$ cat config.mk
export PLATFORM = sky130hd
export DESIGN_NAME = mmu_top
export DESIGN_NICKNAME = d
export VERILOG_FILES = /design/src/mmu_pkg.sv /design/src/mmu_top.sv /design/src/cp0_tlb_regs.sv /design/src/tlb_translate.sv /design/src/tlb_match.sv /design/src/tlb_entry_array.sv
export SDC_FILE = /design/constraint.sdc
export NUM_CORES = 2
export LEC_CHECK = 0
export ABC_AREA = 1
export BUFFER_PORTS_ARGS = -buffer_cell sky130_fd_sc_hd__buf_2
export CELL_PAD_IN_SITES_DETAIL_PLACEMENT = 1
export CELL_PAD_IN_SITES_GLOBAL_PLACEMENT = 1
export CORE_UTILIZATION = 35
export CTS_BUF_LIST = sky130_fd_sc_hd__clkbuf_8
export DETAILED_ROUTE_END_ITERATION = 10
export PLACE_DENSITY = 0.66
export SLEW_MARGIN = 30
export SYNTH_ARGS = -nofsm -noshare
export SYNTH_HDL_FRONTEND = slang
export SYNTH_SLANG_ARGS = --single-unit
export TNS_END_PERCENT = 10
$ cat constraint.sdc
create_clock -name aclk -period 13.1 [get_ports aclk]
set_input_delay 0.655 -clock aclk [delete_from_list [all_inputs] [get_ports aclk]]
set_output_delay 0.655 -clock aclk [all_outputs]
set_load 0.05 [all_outputs]
$ cat src/mmu_pkg.sv
package mmu_pkg;

    // address split
    localparam int PAGE_OFFSET_W = 12;
    localparam int ODD_BIT       = 12;  // selects even/odd page of a pair

    localparam int DEFAULT_TLB_ENTRIES = 16;

    typedef logic [31:0] vaddr_t;
    typedef logic [31:0] paddr_t;
    typedef logic [18:0] vpn2_t;   // vaddr[31:13]
    typedef logic [19:0] pfn_t;
    typedef logic [7:0]  asid_t;

    // one page of a pair
    typedef struct packed {
        pfn_t pfn;
        logic d;   // dirty, i.e. writable
        logic v;
    } tlb_page_t;

    typedef struct packed {
        vpn2_t     vpn2;
        asid_t     asid;
        logic      g;     // ignore asid on compare
        tlb_page_t p0;    // even page
        tlb_page_t p1;    // odd page
    } tlb_entry_t;

    // translation result codes, in priority order below none
    typedef enum logic [1:0] {
        EXC_NONE     = 2'd0,
        EXC_REFILL   = 2'd1,  // no entry matched
        EXC_INVALID  = 2'd2,  // matching page not valid
        EXC_MODIFIED = 2'd3   // store to a clean page
    } mmu_exc_t;

    // cp0 register numbers
    localparam logic [4:0] CP0_INDEX    = 5'd0;
    localparam logic [4:0] CP0_ENTRYLO0 = 5'd2;
    localparam logic [4:0] CP0_ENTRYLO1 = 5'd3;
    localparam logic [4:0] CP0_ENTRYHI  = 5'd10;

    // field positions inside the cp0 words
    localparam int ENTRYHI_VPN2_LSB = 13;
    localparam int ENTRYLO_PFN_LSB  = 6;
    localparam int ENTRYLO_D_BIT    = 2;
    localparam int ENTRYLO_V_BIT    = 1;
    localparam int ENTRYLO_G_BIT    = 0;
    localparam int INDEX_P_BIT      = 31;

endpackage
$ cat src/mmu_top.sv
module mmu_top #(
    parameter int TLB_ENTRIES = mmu_pkg::DEFAULT_TLB_ENTRIES
) (
    input  logic              aclk,
    input  logic              reset,
    // fetch search port
    input  logic              if_req_valid,
    input  mmu_pkg::vaddr_t   if_vaddr,
    output logic              if_allowin,
    output logic              if_rsp_valid,
    input  logic              if_rsp_allowin,
    output mmu_pkg::paddr_t   if_paddr,
    output mmu_pkg::mmu_exc_t if_exc,
    // data search port
    input  logic              dm_req_valid,
    input  mmu_pkg::vaddr_t   dm_vaddr,
    input  logic              dm_is_store,
    output logic              dm_allowin,
    output logic              dm_rsp_valid,
    input  logic              dm_rsp_allowin,
    output mmu_pkg::paddr_t   dm_paddr,
    output mmu_pkg::mmu_exc_t dm_exc,
    // cp0 access
    input  logic              cp0_wen,
    input  logic [4:0]        cp0_waddr,
    input  logic [31:0]       cp0_wdata,
    input  logic [4:0]        cp0_raddr,
    output logic [31:0]       cp0_rdata,
    input  logic              tlbwi,
    input  logic              tlbp
);

    localparam int IDX_W = $clog2(TLB_ENTRIES);

    mmu_pkg::tlb_entry_t entries [TLB_ENTRIES];

    mmu_pkg::vpn2_t      cur_vpn2;
    mmu_pkg::asid_t      cur_asid;
    logic                tlb_wen;
    logic [IDX_W-1:0]    tlb_widx;
    mmu_pkg::tlb_entry_t tlb_wentry;
    logic                probe_found;
    logic [IDX_W-1:0]    probe_index;

    cp0_tlb_regs #(
        .TLB_ENTRIES (TLB_ENTRIES)
    ) u_cp0 (
        .aclk        (aclk),
        .reset       (reset),
        .wen         (cp0_wen),
        .waddr       (cp0_waddr),
        .wdata       (cp0_wdata),
        .raddr       (cp0_raddr),
        .rdata       (cp0_rdata),
        .tlbwi       (tlbwi),
        .tlbp        (tlbp),
        .probe_found (probe_found),
        .probe_index (probe_index),
        .cur_vpn2    (cur_vpn2),
        .cur_asid    (cur_asid),
        .tlb_wen     (tlb_wen),
        .tlb_widx    (tlb_widx),
        .tlb_wentry  (tlb_wentry)
    );

    tlb_entry_array #(
        .TLB_ENTRIES (TLB_ENTRIES)
    ) u_entries (
        .aclk    (aclk),
        .reset   (reset),
        .wen     (tlb_wen),
        .widx    (tlb_widx),
        .wentry  (tlb_wentry),
        .entries (entries)
    );

    // probe compares entry-hi against the whole table
    tlb_match #(
        .TLB_ENTRIES (TLB_ENTRIES)
    ) u_probe (
        .entries (entries),
        .vpn2    (cur_vpn2),
        .asid    (cur_asid),
        .found   (probe_found),
        .index   (probe_index)
    );

    tlb_translate #(
        .TLB_ENTRIES (TLB_ENTRIES)
    ) u_if_xlate (
        .aclk        (aclk),
        .reset       (reset),
        .req_valid   (if_req_valid),
        .vaddr       (if_vaddr),
        .is_store    (1'b0),          // fetch never stores
        .allowin     (if_allowin),
        .entries     (entries),
        .asid        (cur_asid),
        .rsp_valid   (if_rsp_valid),
        .rsp_allowin (if_rsp_allowin),
        .paddr       (if_paddr),
        .exc         (if_exc)
    );

    tlb_translate #(
        .TLB_ENTRIES (TLB_ENTRIES)
    ) u_dm_xlate (
        .aclk        (aclk),
        .reset       (reset),
        .req_valid   (dm_req_valid),
        .vaddr       (dm_vaddr),
        .is_store    (dm_is_store),
        .allowin     (dm_allowin),
        .entries     (entries),
        .asid        (cur_asid),
        .rsp_valid   (dm_rsp_valid),
        .rsp_allowin (dm_rsp_allowin),
        .paddr       (dm_paddr),
        .exc         (dm_exc)
    );

endmodule

$ cat src/cp0_tlb_regs.sv
module cp0_tlb_regs #(
    parameter int TLB_ENTRIES = mmu_pkg::DEFAULT_TLB_ENTRIES,
    localparam int IDX_W = $clog2(TLB_ENTRIES)
) (
    input  logic                aclk,
    input  logic                reset,
    input  logic                wen,
    input  logic [4:0]          waddr,
    input  logic [31:0]         wdata,
    input  logic [4:0]          raddr,
    output logic [31:0]         rdata,
    input  logic                tlbwi,
    input  logic                tlbp,
    input  logic                probe_found,
    input  logic [IDX_W-1:0]    probe_index,
    output mmu_pkg::vpn2_t      cur_vpn2,
    output mmu_pkg::asid_t      cur_asid,
    output logic                tlb_wen,
    output logic [IDX_W-1:0]    tlb_widx,
    output mmu_pkg::tlb_entry_t tlb_wentry
);

    mmu_pkg::vpn2_t     hi_vpn2;
    mmu_pkg::asid_t     hi_asid;
    mmu_pkg::tlb_page_t lo0_page;
    mmu_pkg::tlb_page_t lo1_page;
    logic               lo0_g;
    logic               lo1_g;
    logic               idx_p;    // probe failed
    logic [IDX_W-1:0]   idx_q;

    // entry-lo word to page fields
    function automatic mmu_pkg::tlb_page_t lo_unpack(input logic [31:0] w);
        mmu_pkg::tlb_page_t pg;
        pg.pfn = w[mmu_pkg::ENTRYLO_PFN_LSB +: $bits(mmu_pkg::pfn_t)];
        pg.d   = w[mmu_pkg::ENTRYLO_D_BIT];
        pg.v   = w[mmu_pkg::ENTRYLO_V_BIT];
        return pg;
    endfunction

    function automatic logic [31:0] lo_pack(input mmu_pkg::tlb_page_t pg, input logic g);
        logic [31:0] w;
        w = '0;   // cache attribute bits stay zero
        w[mmu_pkg::ENTRYLO_PFN_LSB +: $bits(mmu_pkg::pfn_t)] = pg.pfn;
        w[mmu_pkg::ENTRYLO_D_BIT] = pg.d;
        w[mmu_pkg::ENTRYLO_V_BIT] = pg.v;
        w[mmu_pkg::ENTRYLO_G_BIT] = g;
        return w;
    endfunction

    always_ff @(posedge aclk) begin
        if (reset) begin
            hi_vpn2  <= '0;
            hi_asid  <= '0;
            lo0_page <= '0;
            lo1_page <= '0;
            lo0_g    <= 1'b0;
            lo1_g    <= 1'b0;
            idx_p    <= 1'b0;
            idx_q    <= '0;
        end else begin
            if (wen) begin
                case (waddr)
                    mmu_pkg::CP0_ENTRYHI: begin
                        hi_vpn2 <= wdata[mmu_pkg::ENTRYHI_VPN2_LSB +: $bits(mmu_pkg::vpn2_t)];
                        hi_asid <= wdata[$bits(mmu_pkg::asid_t)-1:0];
                    end
                    mmu_pkg::CP0_ENTRYLO0: begin
                        lo0_page <= lo_unpack(wdata);
                        lo0_g    <= wdata[mmu_pkg::ENTRYLO_G_BIT];
                    end
                    mmu_pkg::CP0_ENTRYLO1: begin
                        lo1_page <= lo_unpack(wdata);
                        lo1_g    <= wdata[mmu_pkg::ENTRYLO_G_BIT];
                    end
                    mmu_pkg::CP0_INDEX: begin
                        idx_q <= wdata[IDX_W-1:0];
                        idx_p <= wdata[mmu_pkg::INDEX_P_BIT];
                    end
                    default: ;
                endcase
            end
            if (tlbp) begin
                idx_p <= !probe_found;
                if (probe_found) begin
                    idx_q <= probe_index;  // index kept on a miss
                end
            end
        end
    end

    always_comb begin
        rdata = '0;
        case (raddr)
            mmu_pkg::CP0_ENTRYHI:  rdata = {hi_vpn2, 5'd0, hi_asid};
            mmu_pkg::CP0_ENTRYLO0: rdata = lo_pack(lo0_page, lo0_g);
            mmu_pkg::CP0_ENTRYLO1: rdata = lo_pack(lo1_page, lo1_g);
            mmu_pkg::CP0_INDEX:    rdata = {idx_p, 31'(idx_q)};
            default:               rdata = '0;
        endcase
    end

    assign cur_vpn2 = hi_vpn2;
    assign cur_asid = hi_asid;

    // tlbwi writes the slot named by index
    assign tlb_wen         = tlbwi;
    assign tlb_widx        = idx_q;
    assign tlb_wentry.vpn2 = hi_vpn2;
    assign tlb_wentry.asid = hi_asid;
    assign tlb_wentry.g    = lo0_g & lo1_g;   // global only if both halves agree
    assign tlb_wentry.p0   = lo0_page;
    assign tlb_wentry.p1   = lo1_page;

endmodule

$ cat src/tlb_translate.sv
module tlb_translate #(
    parameter int TLB_ENTRIES = mmu_pkg::DEFAULT_TLB_ENTRIES,
    localparam int IDX_W = $clog2(TLB_ENTRIES)
) (
    input  logic                aclk,
    input  logic                reset,
    input  logic                req_valid,
    input  mmu_pkg::vaddr_t     vaddr,
    input  logic                is_store,
    output logic                allowin,
    input  mmu_pkg::tlb_entry_t entries [TLB_ENTRIES],
    input  mmu_pkg::asid_t      asid,
    output logic                rsp_valid,
    input  logic                rsp_allowin,
    output mmu_pkg::paddr_t     paddr,
    output mmu_pkg::mmu_exc_t   exc
);

    logic               hit;
    logic [IDX_W-1:0]   hit_idx;
    mmu_pkg::vpn2_t     req_vpn2;
    mmu_pkg::tlb_page_t page;
    mmu_pkg::mmu_exc_t  exc_d;
    mmu_pkg::paddr_t    paddr_d;

    assign req_vpn2 = vaddr[mmu_pkg::ODD_BIT + 1 +: $bits(mmu_pkg::vpn2_t)];

    tlb_match #(
        .TLB_ENTRIES (TLB_ENTRIES)
    ) u_match (
        .entries (entries),
        .vpn2    (req_vpn2),
        .asid    (asid),
        .found   (hit),
        .index   (hit_idx)
    );

    assign page = vaddr[mmu_pkg::ODD_BIT] ? entries[hit_idx].p1 : entries[hit_idx].p0;

    always_comb begin
        exc_d = mmu_pkg::EXC_NONE;
        if (!hit) begin
            exc_d = mmu_pkg::EXC_REFILL;
        end else if (!page.v) begin
            exc_d = mmu_pkg::EXC_INVALID;
        end else if (is_store && !page.d) begin
            exc_d = mmu_pkg::EXC_MODIFIED;
        end
    end

    // faulting lookups give a zero address
    assign paddr_d = (exc_d == mmu_pkg::EXC_NONE) ?
                     {page.pfn, vaddr[mmu_pkg::PAGE_OFFSET_W-1:0]} : '0;

    // empty, or the held result leaves this cycle
    assign allowin = !rsp_valid || rsp_allowin;

    always_ff @(posedge aclk) begin
        if (reset) begin
            rsp_valid <= 1'b0;
        end else if (allowin) begin
            rsp_valid <= req_valid;
        end
    end

    always_ff @(posedge aclk) begin
        if (req_valid && allowin) begin
            paddr <= paddr_d;
            exc   <= exc_d;
        end
    end

endmodule

$ cat src/tlb_match.sv
module tlb_match #(
    parameter int TLB_ENTRIES = mmu_pkg::DEFAULT_TLB_ENTRIES,
    localparam int IDX_W = $clog2(TLB_ENTRIES)
) (
    input  mmu_pkg::tlb_entry_t entries [TLB_ENTRIES],
    input  mmu_pkg::vpn2_t      vpn2,
    input  mmu_pkg::asid_t      asid,
    output logic                found,
    output logic [IDX_W-1:0]    index
);

    logic [TLB_ENTRIES-1:0] hit;

    // walk downwards so the lowest hit wins the index
    always_comb begin
        hit   = '0;
        index = '0;
        for (int i = TLB_ENTRIES - 1; i >= 0; i--) begin
            if (entries[i].vpn2 == vpn2 &&
                (entries[i].g || entries[i].asid == asid)) begin
                hit[i] = 1'b1;
                index  = IDX_W'(i);
            end
        end
    end

    assign found = |hit;

endmodule

$ cat src/tlb_entry_array.sv
module tlb_entry_array #(
    parameter int TLB_ENTRIES = mmu_pkg::DEFAULT_TLB_ENTRIES,
    localparam int IDX_W = $clog2(TLB_ENTRIES)
) (
    input  logic                 aclk,
    input  logic                 reset,
    input  logic                 wen,
    input  logic [IDX_W-1:0]     widx,
    input  mmu_pkg::tlb_entry_t  wentry,
    output mmu_pkg::tlb_entry_t  entries [TLB_ENTRIES]
);

    // payload storage, the control bits live in the vectors below
    mmu_pkg::tlb_entry_t mem [TLB_ENTRIES];

    logic [TLB_ENTRIES-1:0] g_q;
    logic [TLB_ENTRIES-1:0] v0_q;
    logic [TLB_ENTRIES-1:0] v1_q;

    always_ff @(posedge aclk) begin
        if (wen) begin
            mem[widx] <= wentry;
        end
    end

    always_ff @(posedge aclk) begin
        if (reset) begin
            g_q  <= '0;
            v0_q <= '0;
            v1_q <= '0;
        end else if (wen) begin
            g_q[widx]  <= wentry.g;
            v0_q[widx] <= wentry.p0.v;
            v1_q[widx] <= wentry.p1.v;
        end
    end

    // every entry visible at once for the parallel compares
    always_comb begin
        for (int i = 0; i < TLB_ENTRIES; i++) begin
            entries[i]      = mem[i];
            entries[i].g    = g_q[i];
            entries[i].p0.v = v0_q[i];
            entries[i].p1.v = v1_q[i];
        end
    end

endmodule

==> flow_summary.toml <==
[sta]
fin_crit_sh_pct = 49.8
tightest_slew_ns = 1.11
slew_headroom_pct = 25.2
fmax_mhz = 153
finalHoldViolCount = 0
setup_viol = 0
maxSlewViolCount = 0
rsz0062_at_grt = "false"
min_period_ns = 6.52
fin_setup_tns_ns = 0
fin_ws_ns = 6.58
finClkSkew_ns = 0.0584

[setup_path]
cp_data_arrival_time_ns = 7.23
worstRegToRegCells = 25
cp.required_ns = 13.80
crit_type = "flop to flop"
endpoint_kind = "flop"
critPathMaxFanout = 102
startpoint_type = "flop"

[power_and_ir_drop]
leakagePower_uw = 0.0296
irDropWorstVdd_mv = 0.105
power_density_nw_per_um2 = 115

[final_layout]
layout.nets = 7319
area_growth_pct = 12.7
nFillCells = 21738
final_area_um2 = 76600
layout-drive-gt1-share_pct = 11.0

[yosys]
netlist_instances = 7043
syn_area_um2 = 68000
synth.distinct_cells = 58
synth_most_common_cell = "edfxtp_1"
synthTopCellsByArea = "edfxtp_1, nand3_1, xor2_1, nand2_1, xnor2_1"
async_flop_share_pct = 0
yosysTopAreaCell = "edfxtp_1"
synthTopCellsByCount = "edfxtp_1, nand2_1, nand3_1, inv_1, o21ai_0"
postSynthNetCount = 7159
synth_top_area_share_pct = 51.8
ys_ff_latch = 1300
synth_warnings = 0
synth_edf_count = 1172
synthFlopType = "edfxtp_1"
synth.avg_cell_area_um2 = 9.65
ys_seq_area_share_pct = 55.5

[place]
placed_area_um2 = 71200
hpwl_um = 160000
dp_slack_ns = 5.37
io_buffers = 219
gp_congestion = 0.918

[die]
dieWidth_um = 443
coreArea_um2 = 193000
die_h_um = 443
rows = 161
dieArea_um2 = 196000
start_util_pct = 35.3
io-pin-count = 220

[clock_tree]
htreeDepth = 4
clk_transition_reported_paths_ns = 0.06
cts_buffers = 231
cts_hold_buf = 58
root_buffer = "clkbuf_8"
cts_resized = 0
cts.sinks = 1300
post_cts_buffers = 0
cts_tree = "done"
clk_latency_ns = 1.01
clock_path_buffers = 3

[min_path]
holdPathStages = 3
hold_path.class = "input port to flop"

[flow_run]
cap_viol_max_count = 0

[drt]
first_iter_violations = 4313
wl_per_cell_um = 26.2
drt_wl_total_um = 260000
ant_nets = 0
firstDrtPassIters = 5
via_count = 55417
viasPerCell = 5.58
drc = 0

[global_route]
grt_util_all_layers_pct = 25.8
grt_max_degree = 277
antenna_found_initial = 13
grt_overflow = 0
grt_pass1_wl_um = 377000
grt_pass1_vias = 57390

[status]
status = "complete, no violations"
## kinds of logic (layout without fill, tap and decap cells)
family | Yosys count | count (layout) | synth area share, %
AND/OR/NAND/NOR | 2473 | 2473 | 16.4
AO/OA/AOI/OAI | 1415 | 1415 | 11.2
flip-flops | 1300 | 1300 | 55.5
buffers and inverters | 1072 | 1429 | 6.75
XOR/XNOR | 783 | 783 | 10.1
other | 0 | 9 | 0
## metal layers
| layer | up-vias | GRT usage [%] | routed length (um) |
|---|---|---|---|
| met4 | 2 | 14.7 | 15200 |
| met3 | 643 | 3.28 | 14000 |
| li1 | 24734 | - | - |
| met5 | - | 0 | 8 |
| met1 | 28138 | 32.0 | 106000 |
| met2 | 1900 | 43.5 | 125000 |
## state kept, by name, indices dropped and copies added (netlist names)
| name | flops |
|---|---|
| u_cp0.cur_asid | 8 |
| u_cp0.cur_vpn2 | 19 |
| u_cp0.idx_p | 1 |
| u_cp0.lo0_g | 1 |
| u_cp0.lo1_g | 1 |
| u_cp0.tlb_wentry | 44 |
| u_cp0.tlb_widx | 4 |
| u_dm_xlate.exc | 2 |
| u_dm_xlate.paddr | 32 |
| u_dm_xlate.rsp_valid | 1 |
| u_entries.g_q | 16 |
| u_entries.mem | 1104 |
| u_entries.v0_q | 16 |
| u_entries.v1_q | 16 |
| u_if_xlate.exc | 2 |
| u_if_xlate.paddr | 32 |
| u_if_xlate.rsp_valid | 1 |
## power by group
part           switching, uW  internal (uW)
Sequential              26.5           4500
Combinational            305            128
Clock                   1840           1980
Total                   2170           6610
## per-stage QoR
stage          hold slack, ns  power [uW]  util (%)  cells
5_1_grt                0.0876        9040      39.8   9932
3_5_place_dp            0.466        5030      36.9   9431
2_1_floorplan           0.437        4860         -   7043
3_3_place_gp            0.454        5020      36.8   9425
4_1_cts              0.000634        8860      39.6   9919
6_report               0.0680        8780      39.8   9935
## cell type report
type / count / area, um2 / area share (%)
Sequential cell: 1300 / 37800 / 49.3
Multi-Input combinational cell: 4671 / 25900 / 33.8
Clock buffer: 255 / 3510 / 4.58
Tap cell: 2526 / 3160 / 4.12
Timing Repair Buffer: 394 / 2880 / 3.76
Inverter: 605 / 2290 / 2.99
Clock inverter: 175 / 1090 / 1.42
Antenna cell: 9 / 22.5 / 0.0294
## placed cells by master, fill, tap and decap left out, types with 108 or more instances in the layout
| cell type | n |
|---|---|
| xnor2_1 | 384 |
| nor3_1 | 108 |
| clkbuf_8 | 255 |
| nand4_1 | 108 |
| dfxtp_1 | 118 |
| edfxtp_1 | 1172 |
| nor2_1 | 377 |
| xor2_1 | 399 |
| o21ai_0 | 573 |
| nand3_1 | 785 |
| inv_1 | 664 |
| nand2_1 | 904 |
| buf_2 | 219 |
| a21oi_1 | 546 |
## worst paths after layout
kind / startpoint / to / slack [ns]
worst max register to register: u_cp0.cur_asid[6] / u_dm_xlate.paddr[28] / 6.58
worst max-delay path: u_cp0.cur_asid[6] / u_dm_xlate.paddr[28] / 6.58
worst min-delay path: cp0_wdata[31] / u_cp0.cur_vpn2[18] / 0.07
worst min register to register: u_cp0.idx_p / u_cp0.idx_p / 0.48
## worst max-delay path, cell delays in order, from the launching register on
cell and delay [ns]:
dfxtp_1 0.31, buf_4 0.36, inv_2 0.34, nand2_1 0.13, nand2_1 0.06, nor2_1 0.10
nand2_1 0.08, nor2_2 0.29, nor2_1 0.18, nor2_2 0.15, a21oi_1 0.06, o21ai_0 0.24
nand2_1 0.16, nand3_1 0.12, nand3_1 0.10, nand2_1 0.15, nand2_4 0.41, inv_8 0.75
buf_4 0.87, nand3_1 0.15, nand3_1 0.13, nand3_1 0.08, nand3_1 0.13, nand2_2 0.10
nand3_4 0.53, nor2_1 0.11
Note: power is estimated with default switching activity, not from simulation.
